[src/psram_params.svh]
// sizes and timing for the psram bridge model; the model keeps only the low word address bits

`ifndef PSRAM_PARAMS_SVH
`define PSRAM_PARAMS_SVH

// ------------------------------------------------------------
// address widths
// ------------------------------------------------------------
`define PSRAM_BYTE_ADDR_W	22	// byte address on the request side
`define PSRAM_WORD_ADDR_W	21	// byte address without bit 0

// ------------------------------------------------------------
// core model
// ------------------------------------------------------------
`define PSRAM_MODEL_DEPTH_W	8	// stored word address bits, higher bits alias

// cycles from reset release to init_done
`define PSRAM_INIT_CYCLES	20

// cmd_en cycle to rd_valid cycle
`define PSRAM_READ_LATENCY	4

// extra busy cycles after a write is accepted
`define PSRAM_WRITE_WAIT	3

`endif

[src/psram_pkg.sv]
// types for the dual psram bridge; a mask bit of 1 leaves that byte lane unwritten
package psram_pkg;

	// ------------------------------------------------------------
	// word side command
	// ------------------------------------------------------------
	typedef enum logic {
		PSRAM_CMD_READ	= 1'b0,	// read one word
		PSRAM_CMD_WRITE	= 1'b1	// masked word write
	} psram_cmd_e;

	// ------------------------------------------------------------
	// byte port channel state
	// ------------------------------------------------------------
	typedef enum logic [1:0] {
		PORT_INIT	= 2'd0,	// waiting for core init_done
		PORT_IDLE	= 2'd1,	// ready for a request
		PORT_WRITE	= 2'd2,	// write issued, counting wait
		PORT_READ	= 2'd3	// read issued, until rdata_en
	} port_state_e;

	// one memory word
	// byte lanes 31:24 even byte, 23:16 odd byte
	typedef logic [31:0] psram_word_t;

	// one bit per byte lane
	// bit 3 guards 31:24, bit 0 guards 7:0
	typedef logic [3:0] psram_mask_t;

endpackage

[src/psram_word_if.sv]
// one channel between a byte port and its word core; cmd_en and rd_valid are single cycle pulses
`timescale 1ns/1ps
`include "psram_params.svh"

interface psram_word_if;
	import psram_pkg::*;

	// ------------------------------------------------------------
	// command side, from the byte port
	// ------------------------------------------------------------
	psram_cmd_e					cmd;		// read or write
	logic						cmd_en;		// one cycle, qualifies the rest
	logic [`PSRAM_WORD_ADDR_W-1:0]	addr;		// word address
	psram_word_t				wr_data;	// byte in both upper lanes
	psram_mask_t				mask;		// 1 = lane kept

	// ------------------------------------------------------------
	// return side, from the word core
	// ------------------------------------------------------------
	psram_word_t				rd_data;	// valid with rd_valid
	logic						rd_valid;	// one cycle pulse
	logic						init_done;	// stays high once set

	// byte port view
	modport ctrl (
		output	cmd,
		output	cmd_en,
		output	addr,
		output	wr_data,
		output	mask,
		input	rd_data,
		input	rd_valid,
		input	init_done
	);

	// memory core view
	modport core (
		input	cmd,
		input	cmd_en,
		input	addr,
		input	wr_data,
		input	mask,
		output	rd_data,
		output	rd_valid,
		output	init_done
	);

endinterface

[src/psram_byte_port.sv]
// single byte request adapter with no request queue so busy is the only back pressure
`timescale 1ns/1ps
`include "psram_params.svh"

module psram_byte_port (
	input	logic							sys_clk,
	input	logic							n_reset,
	input	logic							rd,			// read request
	input	logic							wr,			// write request, wins over rd
	input	logic [`PSRAM_BYTE_ADDR_W-1:0]	address,	// byte address
	input	logic [7:0]						wdata,
	output	logic							busy,
	output	logic [7:0]						rdata,
	output	logic							rdata_en,	// one cycle pulse
	psram_word_if.ctrl						mem
);
	import psram_pkg::*;

	localparam int WAIT_W = $clog2(`PSRAM_WRITE_WAIT + 2);

	port_state_e		state;
	logic [WAIT_W-1:0]	wait_cnt;	// write wait countdown
	logic				accept;		// request taken this cycle
	logic				rd_lsb;		// byte select for the pending read

	// lane mask for one byte write
	// even byte in 31:24, odd byte in 23:16, low half never written
	function automatic psram_mask_t mask_decode(input logic lsb, input logic is_wr);
		psram_mask_t m;
		if (!is_wr) begin
			m = 4'b1111;		// reads touch nothing
		end else if (lsb) begin
			m = 4'b1011;		// odd byte
		end else begin
			m = 4'b0111;		// even byte
		end
		return m;
	endfunction

	// ------------------------------------------------------------
	// request acceptance and busy
	// ------------------------------------------------------------
	assign accept	= (state == PORT_IDLE) && (rd || wr);
	assign busy		= (state != PORT_IDLE);	// high in init too

	always_ff @(posedge sys_clk) begin
		if (!n_reset) begin
			state		<= PORT_INIT;
			wait_cnt	<= '0;
		end else begin
			case (state)
				PORT_INIT: begin
					if (mem.init_done) begin
						state <= PORT_IDLE;	// busy drops next cycle
					end
				end
				PORT_IDLE: begin
					if (wr) begin
						state		<= PORT_WRITE;
						wait_cnt	<= WAIT_W'(`PSRAM_WRITE_WAIT);
					end else if (rd) begin
						state <= PORT_READ;
					end
				end
				PORT_WRITE: begin
					if (wait_cnt == '0) begin
						state <= PORT_IDLE;
					end else begin
						wait_cnt <= wait_cnt - WAIT_W'(1);
					end
				end
				PORT_READ: begin
					// leave only once the byte has gone out
					if (rdata_en) begin
						state <= PORT_IDLE;
					end
				end
				default: begin
					state <= PORT_INIT;
				end
			endcase
		end
	end

	// ------------------------------------------------------------
	// word command
	// ------------------------------------------------------------
	always_ff @(posedge sys_clk) begin
		if (!n_reset) begin
			mem.cmd_en <= 1'b0;
		end else begin
			mem.cmd_en <= accept;	// cycle after acceptance
		end
	end

	// payload sampled with the request
	always_ff @(posedge sys_clk) begin
		if (accept) begin
			mem.cmd		<= wr ? PSRAM_CMD_WRITE : PSRAM_CMD_READ;
			mem.addr	<= address[`PSRAM_BYTE_ADDR_W-1:1];
			mem.wr_data	<= {wdata, wdata, 16'h0000};	// same byte in both upper lanes
			mem.mask	<= mask_decode(address[0], wr);
			rd_lsb		<= address[0];
		end
	end

	// ------------------------------------------------------------
	// read return
	// ------------------------------------------------------------
	always_ff @(posedge sys_clk) begin
		if (!n_reset) begin
			rdata_en <= 1'b0;
		end else begin
			rdata_en <= mem.rd_valid && (state == PORT_READ);
		end
	end

	always_ff @(posedge sys_clk) begin
		if (mem.rd_valid) begin
			rdata <= rd_lsb ? mem.rd_data[23:16] : mem.rd_data[31:24];	// pick addressed lane
		end
	end

	// ------------------------------------------------------------
	// checks
	// ------------------------------------------------------------
	// read data only leaves while the read is still owned
	a_rdata_in_read: assert property (@(posedge sys_clk) disable iff (!n_reset)
		rdata_en |-> (state == PORT_READ))
		else $error("rdata_en outside PORT_READ");

	// a command only goes out in the first busy cycle after an idle one
	a_cmd_after_accept: assert property (@(posedge sys_clk) disable iff (!n_reset)
		mem.cmd_en |-> (busy && !$past(busy)))
		else $error("cmd_en without a fresh acceptance");

endmodule

[src/flat_wrapper.sv]
// flat-port wrapper written by rule: the top's interface ports become plain ports
module psram_byte_port_flat import psram_pkg::*;
  (sys_clk, n_reset, rd, wr, address, wdata, busy, rdata, rdata_en, mem_cmd, mem_cmd_en, mem_addr, mem_wr_data, mem_mask, mem_rd_data, mem_rd_valid, mem_init_done);
  psram_word_if mem_i ();
  input	logic sys_clk;
  input	logic n_reset;
  input	logic rd;
  input	logic wr;
  input	logic [`PSRAM_BYTE_ADDR_W-1:0] address;
  input	logic [7:0] wdata;
  output	logic busy;
  output	logic [7:0] rdata;
  output	logic rdata_en;
  output wire logic [$bits(mem_i.cmd)-1:0] mem_cmd;
  output wire logic [$bits(mem_i.cmd_en)-1:0] mem_cmd_en;
  output wire logic [$bits(mem_i.addr)-1:0] mem_addr;
  output wire logic [$bits(mem_i.wr_data)-1:0] mem_wr_data;
  output wire logic [$bits(mem_i.mask)-1:0] mem_mask;
  input wire logic [$bits(mem_i.rd_data)-1:0] mem_rd_data;
  input wire logic [$bits(mem_i.rd_valid)-1:0] mem_rd_valid;
  input wire logic [$bits(mem_i.init_done)-1:0] mem_init_done;
  assign mem_cmd = mem_i.cmd;
  assign mem_cmd_en = mem_i.cmd_en;
  assign mem_addr = mem_i.addr;
  assign mem_wr_data = mem_i.wr_data;
  assign mem_mask = mem_i.mask;
  assign mem_i.rd_data = mem_rd_data;
  assign mem_i.rd_valid = mem_rd_valid;
  assign mem_i.init_done = mem_init_done;
  psram_byte_port u_core (.sys_clk(sys_clk), .n_reset(n_reset), .rd(rd), .wr(wr), .address(address), .wdata(wdata), .busy(busy), .rdata(rdata), .rdata_en(rdata_en), .mem(mem_i));
endmodule
[config.mk]
export PLATFORM = sky130hd
export DESIGN_NAME = psram_byte_port_flat
export DESIGN_NICKNAME = d
export VERILOG_FILES = /design/src/psram_pkg.sv /design/src/psram_word_if.sv /design/src/psram_byte_port.sv /design/src/flat_wrapper.sv
export VERILOG_INCLUDE_DIRS = /design/src
export SDC_FILE = /design/constraint.sdc
export NUM_CORES = 1
export LEC_CHECK = 0
export ABC_CLOCK_PERIOD_IN_PS = 4970
export BUFFER_PORTS_ARGS = -buffer_cell sky130_fd_sc_hd__buf_4
export CAP_MARGIN = 0
export CORE_MARGIN = 2
export CORE_UTILIZATION = 43
export DETAILED_ROUTE_END_ITERATION = 12
export PLACE_DENSITY = 0.84
export SLEW_MARGIN = 10
export SYNTH_ARGS = -nofsm -noshare
export SYNTH_HDL_FRONTEND = slang
export SYNTH_SLANG_ARGS = --single-unit
[constraint.sdc]
create_clock -name sys_clk -period 4.97 [get_ports sys_clk]
set_input_delay 0.7455 -clock sys_clk [delete_from_list [all_inputs] [get_ports sys_clk]]
set_output_delay 0.7455 -clock sys_clk [all_outputs]
set_load 0.01 [all_outputs]
==> results of run 1 <==
==> worst max-delay path, delay by kind of cell (launching register included) <==
family | cells | cell delay [ns]
simple gates | 1 | 0.13
buf+inv | 1 | 0.16
flops | 1 | 0.50
==> registers in the layout (all words and copies together) (netlist names) <==
name,count
u_core.mem.cmd_en,1
u_core.state,2
u_core.rdata,8
u_core.mem.addr,21
u_core.mem.mask,2
u_core.mem.wr_data,8
u_core.rd_lsb,1
u_core.mem.cmd,1
u_core.rdata_en,1
u_core.wait_cnt,3
==> Yosys cell counts (all sizes together) <==
master / number / area share
a211o: 2 / 0.0093
a21oi: 1 / 0.0027
and2: 1 / 0.0033
and3: 1 / 0.0033
and3b: 1 / 0.0047
and4: 1 / 0.0053
buf: 27 / 0.11
conb: 2 / 0.0040
dfxtp: 7 / 0.075
edfxtp: 41 / 0.66
ha: 2 / 0.013
inv: 2 / 0.0040
mux2: 8 / 0.048
mux2i: 1 / 0.0053
nand2: 4 / 0.0080
nand2b: 3 / 0.011
nand3: 1 / 0.0027
nand3b: 1 / 0.0040
nor2: 4 / 0.0080
nor2b: 1 / 0.0047
nor3b: 1 / 0.0040
o211a: 2 / 0.011
o21ai: 1 / 0.0027
o2bb2ai: 1 / 0.0047
==> cell families after synthesis <==
family                   synth area share
AO/OA/AOI/OAI                      0.0300
adder cells (fa/ha/maj)            0.0133
buffers and inverters               0.111
flip-flops                          0.730
multiplexers                       0.0533
other                             0.00400
AND/OR/NAND/NOR                    0.0593
==> cell usage in the layout, fill, tap and decap left out <==
master     Yosys  layout
mux2i_1        1       1
nor2_1         4       3
and3_1         1       1
o21ai_0        1       1
o211a_1        2       2
and2_1         1       1
clkinv_2       0       1
nand2b_2       1       1
ha_1           2       2
nor2_4         0       1
nor2b_2        1       1
and3b_1        1       1
inv_1          2       2
nand3_1        1       1
buf_4         26     102
conb_1         2      18
nand2_1        4       4
nand3b_1       1       1
nor3b_1        1       1
dfxtp_1        7       7
mux2_2         8       8
and4_2         1       1
a211o_1        2       2
o2bb2ai_1      1       1
a21oi_1        1       1
clkbuf_1       0       1
nand2b_1       2       2
edfxtp_1      41      41
clkbuf_8       0       5
==> routing by layer <==
metal / global-route usage / vias up / wire (microns) / part of all wire
met5: 0 / - / 0 / 0
met4: 0.0513 / 0 / 33 / 0.0092
met3: 0.0476 / 4 / 305 / 0.085
met2: 0.266 / 66 / 1930 / 0.54
met1: 0.148 / 564 / 1300 / 0.36
li1: - / 567 / - / -
==> power by group through the flow <==
stage / sequential, mW / clock, mW / combinational, mW
2_1_floorplan: 0.507 / 0 / 0.0611
3_3_place_gp: 0.495 / 0 / 0.137
3_5_place_dp: 0.497 / 0 / 0.142
4_1_cts: 0.487 / 0.220 / 0.142
5_1_grt: 0.491 / 0.232 / 0.151
6_report: 0.487 / 0.215 / 0.140
==> layout make-up <==
| class | count | area (sq um) | share of cell area |
|---|---|---|---|
| clock buffer | 6 | 72.6 | 0.0273 |
| clock inverter | 1 | 5.00 | 0.00189 |
| inverter | 2 | 7.51 | 0.00283 |
| multi-input combinational | 55 | 368 | 0.139 |
| sequential | 48 | 1370 | 0.516 |
| tap | 52 | 65.1 | 0.0245 |
| timing repair buffer | 102 | 766 | 0.288 |
==> stage by stage <==
step           std cells  power (mW)
2_1_floorplan        132       0.568
3_3_place_gp         259       0.632
3_5_place_dp         259       0.638
4_1_cts              266       0.849
5_1_grt              266       0.874
6_report             266       0.842
==> worst max-delay path by stage <==
stage                    start                endpoint  slack [ns]  cells past startpoint
3_3_place_gp                wr  u_core.mem.wr_data[26]        2.93                      3
4_1_cts        u_core.state[0]                    busy        3.16                      2
5_1_grt        u_core.state[0]      u_core.mem.mask[2]        3.08                      2
3_5_place_dp                wr  u_core.mem.wr_data[30]        2.90                      3
6_report       u_core.state[0]                    busy        3.15                      2
2_1_floorplan               wr      u_core.mem.addr[0]        2.31                      2
==> flow_metrics.py, run 1 <==
metrics = {
    "run_status": {
        "status": "completed",
    },
    "setup_path": {
        "crit_path_max_incr_delay_ns": 0.50,
        "reg2reg_slack_ns": 3.20,
        "path_cells": "nand2b_2, buf_4",
        "worst_ep_arrival_time_ns": 1.07,
        "r2r_start": "u_core.state[0]",
        "worstSetupStartpointType": "flip-flop",
        "cp_data_required_time_ns": 4.22,
        "path_class": "reg2out",
        "ff2ff_path_depth": 2,
        "critPathMaxFanout": 9,
        "rr_endpoint": "u_core.mem.addr[10]",
        "end_kind": "output port",
        "critPathSlowestCell": "dfxtp_1",
    },
    "detailed_routing": {
        "drc": 0,
        "avgRoutedWirePerCell_microns": 13.4,
        "detail_route.first_pass.iterations": 4,
        "drtIter0Drc": 60,
        "avgViaCountPerCell": 4.52,
        "ant_nets": 0,
        "dr_total_vias": 1201,
        "drt-total-wl_microns": 3580,
    },
    "clocking": {
        "cts_tree": "done",
        "htreeDepth": 2,
        "cts_hold_buf": 0,
        "clock_latency_ns": 0.29,
        "post_cts_buffers": 0,
        "cts.clk_slew.worst_paths_ns": 0.08,
        "cts.sinks": 48,
        "cts_root_buffer": "clkbuf_8",
        "cts_buffers": 5,
        "clock_path_buffers": 2,
        "ctsResizeCount": 0,
    },
    "timing": {
        "slew_headroom": 0.366,
        "setup_violations": 0,
        "clock_skew_ns": 0.00589,
        "period_share": 0.366,
        "rsz0062_at_grt": "no",
        "drv_slew": 0,
        "hold_slack_ns": 0.536,
        "fin_crit_ns": 1.82,
        "fmax_mhz": 549,
        "fin_setup_tns_ns": 0,
        "tightest_slew_ns": 0.949,
        "hold_viol_final": 0,
        "setup_ws_ns": 3.15,
    },
    "cells_and_area": {
        "diodes": 0,
        "syn_to_final_growth_pct": 41.3,
        "layout-drive-gt1-share": 0.561,
        "fin_area_sq_um": 2660,
        "utilization": 0.618,
        "final_nets": 284,
        "num-fill-cells": 360,
    },
    "placed_design": {
        "dpl-instance-area_sq_um": 2580,
        "dp_slack_ns": 2.90,
        "dpl.hpwl_microns": 2740,
        "port_buffers": 102,
        "place_congestion": 0.762,
    },
    "min_path": {
        "hp-start": "u_core.state[1]",
        "min_path_cells": 2,
        "hold_path_class": "reg2reg",
        "holdPathEnd": "u_core.state[1]",
    },
    "global_routing": {
        "grt_pass1_wl_microns": 5400,
        "antenna_found_initial": 0,
        "gr-usage-all-layers": 0.143,
        "grt-ovfl-total": 0,
        "grt_max_degree": 36,
        "grt_pass1_vias": 1180,
    },
    "floorplanning": {
        "io_pins": 137,
        "start_util": 0.438,
        "fp-row-count": 24,
        "die_area_sq_um": 4920,
        "core_sq_um": 4290,
        "die_w_microns": 70.1,
        "fp.dieH_microns": 70.1,
    },
    "power": {
        "clockPowerShare": 0.256,
        "pwr-share-seq": 0.579,
        "power_switching_mw": 0.197,
        "power.leakage_nw": 1.18,
        "p_int_mw": 0.645,
        "pwr-share-comb": 0.166,
        "ir_worst_vdd_v": 0.000229,
        "power_density_nw_per_um2": 317,
        "p_sw_frac": 0.234,
    },
    "logic_synthesis": {
        "ys_seq_elements": 48,
        "seq_area_frac_synth": 0.730,
        "synthesis.area_sq_um": 1880,
        "synth.distinct_cells": 26,
        "syn_avg_cell_area_sq_um": 16.2,
        "ys_warn_count": 0,
        "synth_cells": 116,
    },
    "job": {
        "maxCapViolations": 0,
    },
}
No activity file was read; power rests on OpenSTA's default activity.
==> run 2, diff against run 1 <==
--- a/config.mk
+++ b/config.mk
@@ -6,13 +6,13 @@
 export SDC_FILE = /design/constraint.sdc
 export NUM_CORES = 1
 export LEC_CHECK = 0
-export ABC_CLOCK_PERIOD_IN_PS = 4970
+export ABC_CLOCK_PERIOD_IN_PS = 1750
 export BUFFER_PORTS_ARGS = -buffer_cell sky130_fd_sc_hd__buf_4
 export CAP_MARGIN = 0
 export CORE_MARGIN = 2
-export CORE_UTILIZATION = 43
+export CORE_UTILIZATION = 40
 export DETAILED_ROUTE_END_ITERATION = 12
-export PLACE_DENSITY = 0.84
+export PLACE_DENSITY = 0.79
 export SLEW_MARGIN = 10
 export SYNTH_ARGS = -nofsm -noshare
 export SYNTH_HDL_FRONTEND = slang
==> constraint.sdc (replaced) <==
create_clock -name sys_clk -period 1.75 [get_ports sys_clk]
set_input_delay 0.2625 -clock sys_clk [delete_from_list [all_inputs] [get_ports sys_clk]]
set_output_delay 0.2625 -clock sys_clk [all_outputs]
set_load 0.01 [all_outputs]
==> run 2 against run 1 <==
Critical path depth did not move. Worst hold slack lost 0.39 ns. Clock skew fell by 0.0026 ns. Combinational power rose to 2.9 times the previous value. Final cell count up 0.38%. Sequential share of layout area is 1.4 points lower. Final area grew 2.7%. Global-route usage is 0.12 points lower. Setup slack got worse by 2.7 ns. Critical path type unchanged. Critical endpoint unchanged. Highest routed layer unchanged.
==> flow_metrics.py, run 2 (synthesis results as in run 1) <==
metrics = {
    "clocking": {
        "ctsResizeCount": 0,
        "htreeDepth": 2,
        "cts_root_buffer": "clkbuf_8",
        "clock_path_buffers": 2,
        "cts_hold_buf": 0,
        "post_cts_buffers": 0,
        "cts.sinks": 48,
        "cts.clk_slew.worst_paths_ns": 0.08,
        "cts_buffers": 5,
        "cts_tree": "done",
        "clock_latency_ns": 0.29,
    },
    "cells_and_area": {
        "regMostFlops": "u_core.mem.addr",
        "layout_common_cells": "buf_4 (102), edfxtp_1 (41), conb_1 (18)",
        "diodes": 0,
        "layout-drive-gt1-share": 0.567,
        "utilization": 0.613,
        "reg_top3": "u_core.mem.addr (21), u_core.mem.wr_data (8), u_core.rdata (8)",
        "syn_to_final_growth_pct": 45.1,
        "final_common_cell": "buf_4",
        "largest_register_ffs": 21,
        "final_nets": 285,
    },
    "setup_path": {
        "cp_data_required_time_ns": 1.49,
        "worst_ep_arrival_time_ns": 1.05,
        "ff2ff_path_depth": 3,
        "rr_endpoint": "u_core.mem.addr[11]",
        "r2r_start": "u_core.state[0]",
        "startpoint": "u_core.state[0]",
        "critPathMaxFanout": 9,
        "end_kind": "output port",
        "worstSetupStartpointType": "flip-flop",
        "reg2reg_slack_ns": 0.47,
        "path_class": "reg2out",
    },
    "detailed_routing": {
        "drt-total-wl_microns": 3860,
        "wl_met1_microns": 1420,
        "wl_met2_microns": 1880,
        "dr_total_vias": 1195,
        "avgRoutedWirePerCell_microns": 14.4,
        "detail_route.first_pass.iterations": 4,
        "top_layer": "met4",
        "avgViaCountPerCell": 4.48,
        "wl_met3_microns": 483,
        "drc": 0,
        "drtIter0Drc": 112,
        "ant_nets": 0,
    },
    "placed_design": {
        "place_congestion": 0.701,
        "dpl.hpwl_microns": 2990,
        "port_buffers": 102,
    },
    "floorplanning": {
        "fp.dieH_microns": 72.5,
        "start_util": 0.423,
        "die_w_microns": 72.5,
        "core_sq_um": 4440,
        "die_area_sq_um": 5260,
        "fp-row-count": 24,
        "io_pins": 137,
    },
    "timing": {
        "fmax_mhz": 761,
        "period_share": 0.751,
        "fin_crit_ns": 1.31,
        "hold_viol_final": 0,
        "drv_slew": 0,
        "clock_skew_ns": 0.00324,
        "fin_setup_tns_ns": 0,
        "rsz0062_at_grt": "no",
        "setup_violations": 0,
    },
    "global_routing": {
        "grt_max_degree": 34,
        "grt-ovfl-total": 0,
        "antenna_found_initial": 0,
        "gr-usage-all-layers": 0.142,
        "grt_pass1_wl_microns": 5450,
        "grt_pass1_vias": 1086,
    },
    "job": {
        "maxCapViolations": 0,
    },
    "min_path": {
        "hp-start": "wdata[2]",
        "holdPathEnd": "u_core.mem.wr_data[26]",
        "min_path_cells": 1,
        "hold_path_class": "in2reg",
    },
    "run_status": {
        "status": "completed",
    },
    "power": {
        "power_mw": 2.69,
        "power.leakage_nw": 1.21,
        "ir_worst_vdd_v": 0.000393,
        "power_density_nw_per_um2": 988,
    },
}
## run 2: cell types whose count changed in the layout (fill, tap and decap cells not counted)
cell       previous run  this run
clkinv_2              1         0
clkbuf_1              1         0
buf_12                0         1
bufinv_16             0         2
## run 2: layout make-up
cell class                 instances  area, sq um
clock buffer                       5         68.8
clock inverter                     2         60.1
fill                             337         1720
inverter                           2         7.51
multi-input combinational         55          368
sequential                        48         1370
tap                               52         65.1
timing repair buffer             103          786
## run 2: per-layer routing
layer,track usage,vias up
met5,0,-
met4,0.0617,0
met3,0.0500,6
met2,0.239,88
met1,0.161,533
li1,-,568
## run 2: worst max-delay path by stage
stage                           to  slack (ns)  depth (start not counted)
6_report                      busy        0.44                          2
5_1_grt                       busy        0.36                          2
3_3_place_gp   u_core.mem.addr[15]        0.48                          3
4_1_cts                       busy        0.43                          2
3_5_place_dp    u_core.mem.addr[3]        0.48                          3
2_1_floorplan   u_core.mem.addr[0]        0.23                          2
## run 2: critical path, cell delays in order, from the launching register on
cell	delay, ns
dfxtp_1	0.49
nand2b_2	0.12
buf_4	0.16
## run 2: metrics by stage
stage / worst slack [ns] / hold slack, ns / cell area (sq um) / std cells
after floorplan: 0.234 / 0.361 / 1950 / 132
after global placement: 0.478 / 0.441 / 2600 / 260
after detailed placement: 0.483 / 0.442 / 2600 / 260
after CTS: 0.427 / 0.133 / 2730 / 267
after global routing: 0.364 / 0.120 / 2730 / 267
final: 0.435 / 0.144 / 2730 / 267
## run 2: power by group
group	internal, mW	switching (mW)	leakage (nW)
Combinational	0.224	0.184	0.702
Clock	0.562	0.342	0.0642
Sequential	1.34	0.0395	0.441
Total	2.13	0.565	1.21
==> run 3, diff against run 2 <==
--- a/config.mk
+++ b/config.mk
@@ -6,13 +6,13 @@
 export SDC_FILE = /design/constraint.sdc
 export NUM_CORES = 1
 export LEC_CHECK = 0
-export ABC_CLOCK_PERIOD_IN_PS = 1750
+export ABC_CLOCK_PERIOD_IN_PS = 1150
 export BUFFER_PORTS_ARGS = -buffer_cell sky130_fd_sc_hd__buf_4
 export CAP_MARGIN = 0
 export CORE_MARGIN = 2
-export CORE_UTILIZATION = 40
+export CORE_UTILIZATION = 36
 export DETAILED_ROUTE_END_ITERATION = 12
-export PLACE_DENSITY = 0.79
+export PLACE_DENSITY = 0.75
 export SLEW_MARGIN = 10
 export SYNTH_ARGS = -nofsm -noshare
 export SYNTH_HDL_FRONTEND = slang
==> constraint.sdc (replaced) <==
create_clock -name sys_clk -period 1.15 [get_ports sys_clk]
set_input_delay 0.1725 -clock sys_clk [delete_from_list [all_inputs] [get_ports sys_clk]]
set_output_delay 0.1725 -clock sys_clk [all_outputs]
set_load 0.01 [all_outputs]
==> run 3 against run 2 <==
Sequential power rose by 52%. Combinational power rose by 77%. Non-clock buffer count rose by 7. Critical path type is now reg2reg.
==> flow_metrics.py, run 3 (synthesis results as in run 1) <==
metrics = {
    "power": {
        "power_switching_mw": 0.885,
        "pwr-share-comb": 0.182,
        "p_int_mw": 3.10,
        "power_density_nw_per_um2": 1400,
        "ir_worst_vdd_v": 0.000555,
        "power.leakage_nw": 1.25,
        "clockPowerShare": 0.292,
        "pwr-share-seq": 0.527,
        "p_sw_frac": 0.222,
        "power_mw": 3.99,
    },
    "detailed_routing": {
        "drt-total-wl_microns": 3760,
        "avgViaCountPerCell": 4.14,
        "dr_total_vias": 1213,
        "ant_nets": 0,
        "drtIter0Drc": 56,
        "detail_route.first_pass.iterations": 5,
        "avgRoutedWirePerCell_microns": 12.8,
        "drc": 0,
    },
    "setup_path": {
        "worstSetupStartpointType": "flip-flop",
        "rr_endpoint": "u_core.mem.mask[3]",
        "end_kind": "flip-flop",
        "r2r_start": "u_core.state[1]",
        "ff2ff_path_depth": 3,
        "worst_ep_arrival_time_ns": 1.11,
        "critPathMaxFanout": 32,
        "path_class": "reg2reg",
        "cp_data_required_time_ns": 1.14,
        "reg2reg_slack_ns": 0.03,
    },
    "cells_and_area": {
        "syn_to_final_growth_pct": 51.3,
        "num-fill-cells": 460,
        "reg_top3": "u_core.mem.addr (21), u_core.mem.wr_data (8), u_core.rdata (8)",
        "diodes": 0,
        "layout-drive-gt1-share": 0.619,
        "final_common_cell": "buf_4",
        "final_nets": 292,
        "utilization": 0.560,
        "largest_register_ffs": 21,
        "layout_common_cells": "buf_4 (106), edfxtp_1 (41), conb_1 (18)",
        "regMostFlops": "u_core.mem.addr",
    },
    "timing": {
        "fin_crit_ns": 1.12,
        "drv_slew": 0,
        "rsz0062_at_grt": "yes",
        "period_share": 0.976,
        "hold_slack_ns": 0.0533,
        "setup_ws_ns": 0.0272,
        "hold_viol_final": 0,
        "fmax_mhz": 891,
        "setup_violations": 0,
        "clock_skew_ns": 0.00277,
    },
    "floorplanning": {
        "core_sq_um": 5070,
        "start_util": 0.370,
        "die_area_sq_um": 5810,
        "fp-row-count": 26,
        "die_w_microns": 76.3,
        "io_pins": 137,
        "fp.dieH_microns": 76.3,
    },
    "global_routing": {
        "grt-ovfl-total": 0,
        "grt_pass1_vias": 1155,
        "grt_max_degree": 33,
        "grt_pass1_wl_microns": 5830,
        "antenna_found_initial": 0,
        "gr-usage-all-layers": 0.130,
    },
    "min_path": {
        "hold_path_class": "in2reg",
        "holdPathEnd": "u_core.mem.addr[18]",
        "hp-start": "address[19]",
        "min_path_cells": 1,
    },
    "clocking": {
        "clock_path_buffers": 2,
        "cts_tree": "done",
        "cts_buffers": 5,
        "cts_hold_buf": 0,
        "cts.clk_slew.worst_paths_ns": 0.08,
        "clock_latency_ns": 0.29,
        "cts.sinks": 48,
        "htreeDepth": 2,
        "cts_root_buffer": "clkbuf_8",
    },
    "placed_design": {
        "place_congestion": 0.687,
        "port_buffers": 102,
        "dpl.hpwl_microns": 2820,
        "dp_slack_ns": -0.0443,
    },
    "run_status": {
        "status": "completed",
    },
    "job": {
        "maxCapViolations": 0,
    },
}
==> run 3: changes by cell type in the layout (fill, tap and decap cells not counted), sizes merged <==
cell | previous run | this run
clkbuf | 5 | 6
bufinv | 2 | 1
clkinv | 0 | 1
buf | 103 | 110
==> run 3: worst max-delay path by stage <==
| stage | start | end | slack (ns) | cells past startpoint |
|---|---|---|---|---|
| CTS | u_core.wait_cnt[0] | u_core.wait_cnt[1] | -0.01 | 5 |
| floorplan | u_core.state[1] | u_core.mem.addr[0] | -0.25 | 2 |
| global route | u_core.state[1] | u_core.mem.wr_data[29] | -0.03 | 3 |
| detailed placement | u_core.wait_cnt[0] | u_core.wait_cnt[1] | -0.04 | 5 |
| global placement | u_core.wait_cnt[0] | u_core.wait_cnt[1] | -0.02 | 5 |
| finish | u_core.state[1] | u_core.mem.mask[3] | 0.03 | 3 |
==> run 3: power groups by stage <==
stage / Clock, mW / Combinational (mW) / Sequential, mW
4_1_cts: 1.21 / 0.700 / 2.10
6_report: 1.16 / 0.724 / 2.10
2_1_floorplan: 0 / 0.273 / 2.19
3_3_place_gp: 0 / 0.661 / 2.13
5_1_grt: 1.30 / 0.781 / 2.12
3_5_place_dp: 0 / 0.677 / 2.14
==> run 3: final cells by class <==
cell class	instances	area [sq um]	share of cell area
clock inverters	2	35.0	0.0123
repair buffers	110	858	0.302
flip-flops and latches	48	1380	0.484
well taps	70	87.6	0.0308
multi-input cells	55	405	0.143
inverters	2	7.51	0.00264
clock buffers	6	72.6	0.0255
==> run 3: layer usage <==
layer / share of wire / routed length, microns / up-vias / GRT usage
li1: - / - / 585 / -
met4: 0.011 / 40 / 0 / 0.0600
met3: 0.069 / 258 / 2 / 0.0403
met1: 0.36 / 1370 / 563 / 0.140
met5: 0 / 0 / - / 0
met2: 0.56 / 2090 / 63 / 0.233
==> run 3: worst max-delay path, cell delays in order, from the launching register on <==
cell and delay [ns]:
dfxtp_2 0.35, nand2b_4 0.15, nor2_4 0.11, buf_12 0.21
==> run 3: repair_timing <==
item | CTS | global route
resized for setup | 3 | 9
setup buffers | 1 | 0
pin swaps | 1 | 5
setup endpoints to repair | 2 | 37
==> run 3: per-stage QoR <==
stage                     area [sq um]  TNS [ns]  cells
final                             2840         0    293
after global routing              2840    -0.794    293
after CTS                         2810  -0.00986    293
after detailed placement          2690   -0.0652    284
after global placement            2690   -0.0164    284
after floorplan                   1950     -8.62    132
